--- src/design/eth_macros.svh ---
`ifndef ETH_MACROS_SVH
`define ETH_MACROS_SVH

// ########################################
// Frame geometry
// ########################################

// Count of 0x55 bytes sent ahead of the SFD byte
`define ETH_PREAMBLE_LEN 7
`define ETH_PAYLOAD_LEN 32

// ########################################
// Burst geometry and buffering
// ########################################

`define ETH_BURST_FRAMES 4
`define ETH_GAP_CYCLES 32
`define ETH_FIFO_DEPTH 64

`endif

--- src/design/eth_pkg.sv ---
`default_nettype none

package eth_pkg;

    typedef logic [7:0] byte_t;

    // One received payload byte as it sits in the rx FIFO
    typedef struct packed {
        byte_t data;
        logic  last;   // Final payload byte of its frame
    } rx_beat_t;

    typedef enum logic [2:0] {IDLE, FILL, SEND, GAP, DONE} seq_state_t;

    // Register value left behind by a frame whose FCS is intact
    localparam logic [31:0] CRC32_RESIDUE = 32'hDEBB20E3;

    // Reflected CRC-32, one byte per call, LSB of the byte first
    function automatic logic [31:0] crc32_step(input logic [31:0] crc, input byte_t data);
        logic [31:0] c;
        c = crc;
        for (int i = 0; i < 8; i++) begin
            if (c[0] ^ data[i])
                c = (c >> 1) ^ 32'hEDB88320;
            else
                c = c >> 1;
        end
        return c;
    endfunction

endpackage

`default_nettype wire

--- src/design/byte_fifo.sv ---
`default_nettype none
`timescale 1ns/1ps
`include "eth_macros.svh"

module byte_fifo import eth_pkg::*; #(
    parameter type entry_t = byte_t
) (
    input  logic   clk,
    input  logic   rst,
    input  logic   wr_valid,
    output logic   wr_ready,
    input  entry_t wr_data,
    output logic   rd_valid,
    input  logic   rd_ready,
    output entry_t rd_data
);

    localparam int DEPTH = `ETH_FIFO_DEPTH;
    localparam int AW    = $clog2(DEPTH);

    entry_t      mem [DEPTH];
    logic [AW-1:0] wr_ptr;
    logic [AW-1:0] rd_ptr;
    logic [AW:0]   count;
    logic          do_wr;
    logic          do_rd;

    assign wr_ready = count != (AW+1)'(DEPTH);
    assign rd_valid = count != '0;
    assign rd_data  = mem[rd_ptr];   // Head entry is visible without a read strobe
    assign do_wr    = wr_valid && wr_ready;
    assign do_rd    = rd_valid && rd_ready;

    always_ff @(posedge clk or posedge rst) begin
        if (rst) begin
            wr_ptr <= '0;
            rd_ptr <= '0;
            count  <= '0;
        end else begin
            if (do_wr) wr_ptr <= wr_ptr + 1'b1;   // Pointers wrap since DEPTH is a power of two
            if (do_rd) rd_ptr <= rd_ptr + 1'b1;
            if (do_wr && !do_rd)
                count <= count + 1'b1;
            else if (do_rd && !do_wr)
                count <= count - 1'b1;
        end
    end

    always_ff @(posedge clk) begin
        if (do_wr) mem[wr_ptr] <= wr_data;
    end

endmodule

`default_nettype wire

--- src/design/payload_filler.sv ---
`default_nettype none
`timescale 1ns/1ps
`include "eth_macros.svh"

module payload_filler import eth_pkg::*; (
    input  logic       clk,
    input  logic       rst,
    input  logic       fill_req,
    input  logic [1:0] fill_index,
    output logic       fill_ack,
    input  byte_t      pattern_base,
    output logic       wr_valid,
    input  logic       wr_ready,
    output byte_t      wr_data
);

    localparam int CW = $clog2(`ETH_PAYLOAD_LEN);

    logic          busy;
    logic          start;
    logic          last_beat;
    logic [CW-1:0] beat_cnt;

    // A new request is only taken once the previous ack has dropped
    assign start     = fill_req && !busy && !fill_ack;
    assign last_beat = beat_cnt == CW'(`ETH_PAYLOAD_LEN - 1);
    assign wr_valid  = busy;

    always_ff @(posedge clk or posedge rst) begin
        if (rst) begin
            busy     <= 1'b0;
            fill_ack <= 1'b0;
            beat_cnt <= '0;
        end else if (busy) begin
            if (wr_ready) begin
                beat_cnt <= beat_cnt + 1'b1;
                if (last_beat) begin
                    busy     <= 1'b0;
                    fill_ack <= 1'b1;
                end
            end
        end else if (fill_ack) begin
            if (!fill_req) fill_ack <= 1'b0;
        end else if (start) begin
            busy     <= 1'b1;
            beat_cnt <= '0;
        end
    end

    // Frame k starts k payloads above the base and counts up by one
    always_ff @(posedge clk) begin
        if (start)
            wr_data <= pattern_base + byte_t'(fill_index * `ETH_PAYLOAD_LEN);
        else if (busy && wr_ready)
            wr_data <= wr_data + 8'd1;
    end

endmodule

`default_nettype wire

--- src/design/mac_tx.sv ---
`default_nettype none
`timescale 1ns/1ps
`include "eth_macros.svh"

module mac_tx import eth_pkg::*; (
    input  logic  clk,
    input  logic  rst,
    input  logic  send_req,
    output logic  send_ack,
    input  logic  rd_valid,
    output logic  rd_ready,
    input  byte_t rd_data,
    output byte_t txd,
    output logic  tx_en
);

    typedef enum logic [2:0] {TX_IDLE, TX_PRE, TX_LEN, TX_PAY, TX_CRC, TX_ACK} tx_state_t;

    localparam logic [15:0] LEN_FIELD = 16'(`ETH_PAYLOAD_LEN);
    localparam logic [5:0]  PRE_LAST  = 6'(`ETH_PREAMBLE_LEN);   // SFD follows the preamble
    localparam logic [5:0]  PAY_LAST  = 6'(`ETH_PAYLOAD_LEN - 1);

    tx_state_t   state;
    logic [5:0]  cnt;
    logic [31:0] crc;
    byte_t       len_byte;
    byte_t       tx_byte;

    assign rd_ready = state == TX_PAY;
    assign len_byte = cnt[0] ? LEN_FIELD[7:0] : LEN_FIELD[15:8];

    // ########################################
    // Byte to put on the wire next cycle
    // ########################################

    always_comb begin
        case (state)
            TX_PRE:  tx_byte = (cnt == PRE_LAST) ? 8'hD5 : 8'h55;
            TX_LEN:  tx_byte = len_byte;
            TX_PAY:  tx_byte = rd_data;
            TX_CRC:  tx_byte = ~crc[8*cnt[1:0] +: 8];   // FCS goes out low byte first
            default: tx_byte = 8'h00;
        endcase
    end

    // ########################################
    // Frame sequencing
    // ########################################

    always_ff @(posedge clk or posedge rst) begin
        if (rst) begin
            state    <= TX_IDLE;
            cnt      <= '0;
            txd      <= 8'h00;
            tx_en    <= 1'b0;
            send_ack <= 1'b0;
        end else begin
            txd   <= tx_byte;
            tx_en <= state inside {TX_PRE, TX_LEN, TX_PAY, TX_CRC};
            cnt   <= cnt + 6'd1;
            case (state)
                TX_IDLE: begin
                    cnt <= '0;
                    if (send_req && rd_valid) state <= TX_PRE;
                end
                TX_PRE: begin
                    if (cnt == PRE_LAST) begin
                        state <= TX_LEN;
                        cnt   <= '0;
                    end
                end
                TX_LEN: begin
                    if (cnt == 6'd1) begin
                        state <= TX_PAY;
                        cnt   <= '0;
                    end
                end
                TX_PAY: begin
                    if (cnt == PAY_LAST) begin
                        state <= TX_CRC;
                        cnt   <= '0;
                    end
                end
                TX_CRC: begin
                    if (cnt == 6'd3) state <= TX_ACK;
                end
                TX_ACK: begin
                    // Ack comes up together with tx_en going low
                    if (!send_req) begin
                        send_ack <= 1'b0;
                        state    <= TX_IDLE;
                    end else begin
                        send_ack <= 1'b1;
                    end
                end
                default: state <= TX_IDLE;
            endcase
        end
    end

    // Running CRC over the length field and the payload
    always_ff @(posedge clk) begin
        if (state == TX_IDLE)
            crc <= '1;
        else if (state == TX_LEN || state == TX_PAY)
            crc <= crc32_step(crc, tx_byte);
    end

endmodule

`default_nettype wire

--- src/design/mac_rx.sv ---
`default_nettype none
`timescale 1ns/1ps

module mac_rx import eth_pkg::*; (
    input  logic     clk,
    input  logic     rst,
    input  byte_t    rxd,
    input  logic     rx_dv,
    output logic     wr_valid,
    input  logic     wr_ready,
    output rx_beat_t wr_data,
    output logic     frame_ok,
    output logic     frame_err
);

    typedef enum logic [2:0] {RX_HUNT, RX_PRE, RX_LEN, RX_BODY, RX_SKIP} rx_state_t;

    rx_state_t   state;
    logic [15:0] cnt;
    logic [15:0] len;
    logic [31:0] crc;
    logic        dropped;
    logic        frame_good;

    // Bytes past the length count are the FCS and stay out of the FIFO
    assign wr_valid     = state == RX_BODY && rx_dv && cnt < len;
    assign wr_data.data = rxd;
    assign wr_data.last = cnt == len - 16'd1;

    assign frame_good = crc == CRC32_RESIDUE && cnt == len + 16'd4 && !dropped;

    // ########################################
    // Frame parsing and status
    // ########################################

    always_ff @(posedge clk or posedge rst) begin
        if (rst) begin
            state     <= RX_HUNT;
            cnt       <= '0;
            dropped   <= 1'b0;
            frame_ok  <= 1'b0;
            frame_err <= 1'b0;
        end else begin
            frame_ok  <= 1'b0;
            frame_err <= 1'b0;
            case (state)
                RX_HUNT: begin
                    if (rx_dv) state <= (rxd == 8'h55) ? RX_PRE : RX_SKIP;
                end
                RX_PRE: begin
                    if (!rx_dv) begin
                        state <= RX_HUNT;   // Runt preamble with nothing behind it
                    end else if (rxd == 8'hD5) begin
                        state   <= RX_LEN;
                        cnt     <= '0;
                        dropped <= 1'b0;
                    end else if (rxd != 8'h55) begin
                        state <= RX_SKIP;
                    end
                end
                RX_LEN: begin
                    if (!rx_dv) begin
                        frame_err <= 1'b1;
                        state     <= RX_HUNT;
                    end else if (cnt[0]) begin
                        state <= RX_BODY;
                        cnt   <= '0;
                    end else begin
                        cnt <= cnt + 16'd1;
                    end
                end
                RX_BODY: begin
                    if (rx_dv) begin
                        cnt <= cnt + 16'd1;
                        if (wr_valid && !wr_ready) dropped <= 1'b1;
                    end else begin
                        frame_ok  <= frame_good;
                        frame_err <= !frame_good;
                        state     <= RX_HUNT;
                    end
                end
                RX_SKIP: begin
                    // Garbage on the line still counts as one bad frame
                    if (!rx_dv) begin
                        frame_err <= 1'b1;
                        state     <= RX_HUNT;
                    end
                end
                default: state <= RX_HUNT;
            endcase
        end
    end

    // CRC covers everything after the SFD including the FCS itself
    always_ff @(posedge clk) begin
        if (state == RX_PRE)
            crc <= '1;
        else if (rx_dv && (state == RX_LEN || state == RX_BODY))
            crc <= crc32_step(crc, rxd);

        if (state == RX_LEN && rx_dv) begin
            if (cnt[0])
                len[7:0] <= rxd;
            else
                len[15:8] <= rxd;   // Length field arrives high byte first
        end
    end

endmodule

`default_nettype wire

--- src/design/burst_sequencer.sv ---
`default_nettype none
`timescale 1ns/1ps
`include "eth_macros.svh"

module burst_sequencer import eth_pkg::*; (
    input  logic       clk,
    input  logic       rst,
    input  logic       burst_req,
    output logic       burst_ack,
    output logic       fill_req,
    output logic [1:0] fill_index,
    input  logic       fill_ack,
    output logic       send_req,
    input  logic       send_ack
);

    localparam int              GW         = $clog2(`ETH_GAP_CYCLES);
    localparam logic [GW-1:0]   GAP_LAST   = GW'(`ETH_GAP_CYCLES - 1);
    localparam logic [1:0]      LAST_FRAME = 2'(`ETH_BURST_FRAMES - 1);

    seq_state_t    state;
    logic [1:0]    frame_cnt;
    logic [GW-1:0] gap_cnt;
    logic          ack_seen;   // Set once the helper has acked the current request

    assign burst_ack  = state == DONE;
    assign fill_req   = state == FILL && !ack_seen;
    assign send_req   = state == SEND && !ack_seen;
    assign fill_index = frame_cnt;

    always_ff @(posedge clk or posedge rst) begin
        if (rst) begin
            state     <= IDLE;
            frame_cnt <= '0;
            gap_cnt   <= '0;
            ack_seen  <= 1'b0;
        end else begin
            case (state)
                IDLE: begin
                    frame_cnt <= '0;
                    if (burst_req) state <= FILL;
                end
                FILL: begin
                    if (fill_ack) begin
                        ack_seen <= 1'b1;
                    end else if (ack_seen) begin
                        ack_seen <= 1'b0;
                        state    <= SEND;
                    end
                end
                SEND: begin
                    if (send_ack) begin
                        ack_seen <= 1'b1;
                    end else if (ack_seen) begin
                        ack_seen <= 1'b0;
                        gap_cnt  <= '0;
                        state    <= GAP;
                    end
                end
                GAP: begin
                    gap_cnt <= gap_cnt + 1'b1;
                    if (gap_cnt == GAP_LAST) begin
                        if (frame_cnt == LAST_FRAME) begin
                            state <= DONE;
                        end else begin
                            frame_cnt <= frame_cnt + 2'd1;
                            state     <= FILL;
                        end
                    end
                end
                DONE: if (!burst_req) state <= IDLE;
                default: state <= IDLE;
            endcase
        end
    end

endmodule

`default_nettype wire

--- src/design/eth_loopback_top.sv ---
`default_nettype none
`timescale 1ns/1ps

module eth_loopback_top import eth_pkg::*; (
    input  logic  clk,
    input  logic  rst,
    input  logic  burst_req,
    output logic  burst_ack,
    input  byte_t pattern_base,
    output byte_t txd,
    output logic  tx_en,
    input  byte_t rxd,
    input  logic  rx_dv,
    output byte_t rx_data,
    output logic  rx_last,
    output logic  rx_valid,
    input  logic  rx_ready,
    output logic  frame_ok,
    output logic  frame_err
);

    logic       fill_req, fill_ack, send_req, send_ack;
    logic [1:0] fill_index;
    logic       pay_wr_valid, pay_wr_ready, pay_rd_valid, pay_rd_ready;
    byte_t      pay_wr_data, pay_rd_data;
    logic       beat_wr_valid, beat_wr_ready;
    rx_beat_t   beat_wr_data, beat_rd_data;

    assign rx_data = beat_rd_data.data;
    assign rx_last = beat_rd_data.last;

    // ########################################
    // Transmit side
    // ########################################

    burst_sequencer burst_sequencer_inst (
        .clk, .rst, .burst_req, .burst_ack,
        .fill_req, .fill_index, .fill_ack, .send_req, .send_ack
    );

    payload_filler payload_filler_inst (
        .clk, .rst, .fill_req, .fill_index, .fill_ack, .pattern_base,
        .wr_valid(pay_wr_valid), .wr_ready(pay_wr_ready), .wr_data(pay_wr_data)
    );

    byte_fifo #(.entry_t(byte_t)) payload_fifo_inst (
        .clk, .rst,
        .wr_valid(pay_wr_valid), .wr_ready(pay_wr_ready), .wr_data(pay_wr_data),
        .rd_valid(pay_rd_valid), .rd_ready(pay_rd_ready), .rd_data(pay_rd_data)
    );

    mac_tx mac_tx_inst (
        .clk, .rst, .send_req, .send_ack,
        .rd_valid(pay_rd_valid), .rd_ready(pay_rd_ready), .rd_data(pay_rd_data),
        .txd, .tx_en
    );

    // ########################################
    // Receive side
    // ########################################

    mac_rx mac_rx_inst (
        .clk, .rst, .rxd, .rx_dv,
        .wr_valid(beat_wr_valid), .wr_ready(beat_wr_ready), .wr_data(beat_wr_data),
        .frame_ok, .frame_err
    );

    byte_fifo #(.entry_t(rx_beat_t)) rx_fifo_inst (
        .clk, .rst,
        .wr_valid(beat_wr_valid), .wr_ready(beat_wr_ready), .wr_data(beat_wr_data),
        .rd_valid(rx_valid), .rd_ready(rx_ready), .rd_data(beat_rd_data)
    );

endmodule

`default_nettype wire

--- config.mk ---
export PLATFORM = sky130hd
export DESIGN_NAME = eth_loopback_top
export DESIGN_NICKNAME = d
export VERILOG_FILES = /design/src/design/eth_pkg.sv /design/src/design/byte_fifo.sv /design/src/design/payload_filler.sv /design/src/design/mac_tx.sv /design/src/design/mac_rx.sv /design/src/design/burst_sequencer.sv /design/src/design/eth_loopback_top.sv
export VERILOG_INCLUDE_DIRS = /design/src /design/src/design
export SDC_FILE = /design/constraint.sdc
export NUM_CORES = 2
export LEC_CHECK = 0
export BUFFER_PORTS_ARGS = -buffer_cell sky130_fd_sc_hd__buf_4
export CAP_MARGIN = 20
export CORE_MARGIN = 2
export CORE_UTILIZATION = 63
export DETAILED_ROUTE_END_ITERATION = 10
export MAX_ROUTING_LAYER = met4
export PLACE_DENSITY = 0.79
export SYNTH_ARGS = -nofsm -noshare
export SYNTH_HDL_FRONTEND = slang
export SYNTH_HIERARCHICAL = 1
export SYNTH_SLANG_ARGS = --single-unit
--- constraint.sdc ---
create_clock -name clk -period 5.2 [get_ports clk]
set_clock_uncertainty 0.2 [all_clocks]
set_input_delay 0.26 -clock clk [delete_from_list [all_inputs] [get_ports clk]]
set_output_delay 0.26 -clock clk [all_outputs]
set_load 0.05 [all_outputs]
==> reports/metrics.yaml <==
status: "finished clean"
critical_path.endpoint_type: "flop"
area_growth_pct: 10.67
grt_pass1_wl_mm: 188.1
fp.dieH_um: 296.5
worstSkewPairLatency_ns: 0.71
hold_path_class: "input port to flop"
cts_setup_buffers: 0
via_per_inst: 6.602
clkSinkCount: 1273
stdcell_area_um2: 59640
fin_nets: 3448
worstPathRequired_ns: 5.63
vias: 30520
antenna_found_initial: 1
reg2reg_depth: 11
wl_mm: 125.4
pwr-share-clk: 0.306
groute.usage.overall: 0.2967
swShare: 0.3024
row_count: 107
tns_ns: 0
cts_buffers: 119
root_buffer: "clkbuf_16"
crit_arrival_ns: 5.39
fin_crit_ns: 4.956
leakagePower_nw: 19.74
cts_tree: "yes"
final-hold-violation-count: 0
synth_nets: 3321
relSlewSlack: 0.2475
hold_depth: 1
crit_path_max_fanout: 29
grt_pass1_vias: 30220
timing.fmax_ghz: 0.2018
syn_avg_cell_area_um2: 16.58
wl_per_cell_um: 27.12
max_cap_viol_count: 0
fin_util: 0.7016
postPlaceCellArea_um2: 55620
cp-start-kind: "flop"
htree_levels: 3
path_clk_slew_ns: 0.07
die_w_um: 296.5
syn-instance-count: 3251
io_buffers: 42
p_sw_mw: 8.415
p_per_area_nw_per_um2: 466.5
setup_viol: 0
ys_seq_area_frac: 0.6884
ant_nets: 0
grt_max_degree: 80
drv_slew: 0
routabilityCongestion: 0.9376
syn_area_um2: 53890
finalCritPeriodShare: 0.9531
yosysWarnings: 6
grt_overflow: 0
die-area_um2: 87900
ys_seq_elements: 1273
pwr-share-comb: 0.234
dp_hpwl_mm: 77.16
clockBufferDepth: 3
tightest_slew_ns: 1.125
rsz0062_at_grt: "no"
drt_iter0_drc: 3655
ys_types: 94
synth-edff-count: 1112
ir_worst_vdd_uv: 502.6
ioPinCount: 43
final_layout_size_suffix_gt1_frac: 0.1807
synth_flop_cell: "edfxtp_1"
first_pass_iters: 6
coreArea_um2: 85010
p_seq_frac: 0.460
internal-power_mw: 19.41
synth-async-reset-ratio: 0.07620
crit_type: "flop to flop"
drcViolationCount: 0
start_util: 0.6339
==> cells in the final DEF, fill, tap and decap left out, drive strengths merged, types with 59 or more instances in the layout <==
cell,n
clkbuf,143
clkinv,59
buf,163
mux4,206
dfrtp,97
mux2i,171
nor2,257
nand2,166
xnor2,134
xor2,80
o211ai,62
dfxtp,64
o22ai,59
edfxtp,1112
==> stage by stage <==
stage / total power [mW] / setup slack, ns / hold WS (ns) / std cells
3_3_place_gp: 19.09 / 0.2123 / 0.06367 / 4382
6_report: 27.82 / 0.2439 / 0.01974 / 4622
4_1_cts: 27.88 / 0.09406 / 0.01980 / 4618
5_1_grt: 28.73 / 0.06653 / 0.03364 / 4620
2_1_floorplan: 17.43 / 0.9418 / -0.1366 / 3251
3_5_place_dp: 19.39 / 0.1505 / 0.08242 / 4382
==> cells by family after synthesis <==
kind of cell,count (synthesis),synth area share
compound gates,401,0.05365
simple gates,675,0.05969
fa+ha+maj,49,0.01179
flops,1273,0.6884
buf+inv,228,0.02291
xor+xnor,218,0.03914
mux,407,0.1244
==> power groups by stage <==
stage | registers (mW) | clock network, mW | logic [mW]
after global routing | 12.9 | 9.00 | 6.88
final | 12.8 | 8.52 | 6.51
after CTS | 12.8 | 8.62 | 6.47
after floorplan | 13.0 | 0 | 4.46
after global placement | 12.9 | 0 | 6.15
after detailed placement | 13.0 | 0 | 6.40
==> area by class of cell <==
type	instances	area [um^2]
antenna	3	7.507
clock buffer	143	3109
clock inverter	75	690.7
fill	5152	25370
inverter	53	198.9
multi-input combinational	1750	15580
sequential	1273	37120
tap	1144	1431
timing repair buffer	181	1511
==> synth_stat cells (all sizes together), types with 6 or more instances <==
master,count,area share
inv,51,0.0036
dfxtp,64,0.024
nand2b,9,0.0010
nor2b,20,0.0023
nor4,16,0.0019
a22oi,37,0.0052
mux4,206,0.086
a21o,12,0.0017
ha,46,0.011
nand2,166,0.012
nand3,56,0.0052
mux2i,171,0.032
nor3b,7,0.00098
o21ai,53,0.0049
a2111oi,9,0.0018
and3,15,0.0017
or3b,6,0.0010
edfxtp,1112,0.62
a211oi,28,0.0040
a211o,18,0.0029
a31oi,21,0.0024
mux2,30,0.0064
buf,110,0.015
o31ai,12,0.0019
dfrtp,97,0.045
nor2,257,0.018
clkbuf,65,0.0045
a41oi,10,0.0019
o22ai,59,0.0068
o211ai,62,0.0088
and2,9,0.0010
xnor2,134,0.022
o221ai,9,0.0015
nand4,23,0.0027
xor2,80,0.015
nand4b,9,0.0015
nand3b,17,0.0027
nor3,33,0.0032
a21oi,42,0.0041
or2,7,0.00081
==> sequential cells by signal, indices dropped and copies added, names as in the netlist, 8 cells and up <==
| register | flops |
|---|---|
| mac_rx_inst/cnt | 16 |
| mac_rx_inst/crc | 32 |
| payload_filler_inst/wr_data | 8 |
| rx_fifo_inst/mem | 576 |
| payload_fifo_inst/mem | 512 |
| mac_rx_inst/len | 16 |
| mac_tx_inst/crc | 32 |
| mac_tx_inst/txd | 8 |
==> routing by layer <==
layer / share of wire / track usage / up-vias
met5: 0 / - / -
met4: 0.035 / 0.1021 / 0
met3: 0.081 / 0.04573 / 296
met2: 0.49 / 0.4729 / 1657
met1: 0.39 / 0.3966 / 15590
li1: - / - / 12980
==> what timing repair did <==
item	in CTS	in global routing
hold endpoints to repair	169	0
gates resized for setup	0	3
hold buffers	18	0
endpoints found under the setup margin	0	3
==> critical path, cell delays in order (launching register included) <==
cell and delay [ns]:
dfrtp_4 0.84, buf_12 0.31, mux4_2 0.54, a2111oi_1 0.79, nor3_1 0.26, mux2i_1 0.36
o32ai_4 0.18, xor2_4 0.37, xor2_4 0.32, xor2_4 0.23, xnor3_1 0.33, o21ai_1 0.12
==> path summary, 6_finish.rpt <==
kind,start,end,slack [ns]
min in group asynchronous,rst,mac_tx_inst/txd[6]$_DFF_PP0_,0.17
hold / removal,rxd[4],rx_fifo_inst/mem[40][5]$_DFFE_PP_,0.02
setup reg to reg,payload_fifo_inst/rd_ptr[0]$_DFFE_PP0P_,mac_tx_inst/crc[18]$_SDFFE_PP1N_,0.24
setup / recovery,payload_fifo_inst/rd_ptr[0]$_DFFE_PP0P_,mac_tx_inst/crc[18]$_SDFFE_PP1N_,0.24
max in group asynchronous,rst,burst_sequencer_inst/fill_index[0]$_DFFE_PP0P_,3.87
hold reg to reg,mac_rx_inst/crc[8]$_SDFFE_PN1P_,mac_rx_inst/crc[8]$_SDFFE_PN1P_,0.31
Note: power is estimated with default switching activity, not from simulation.
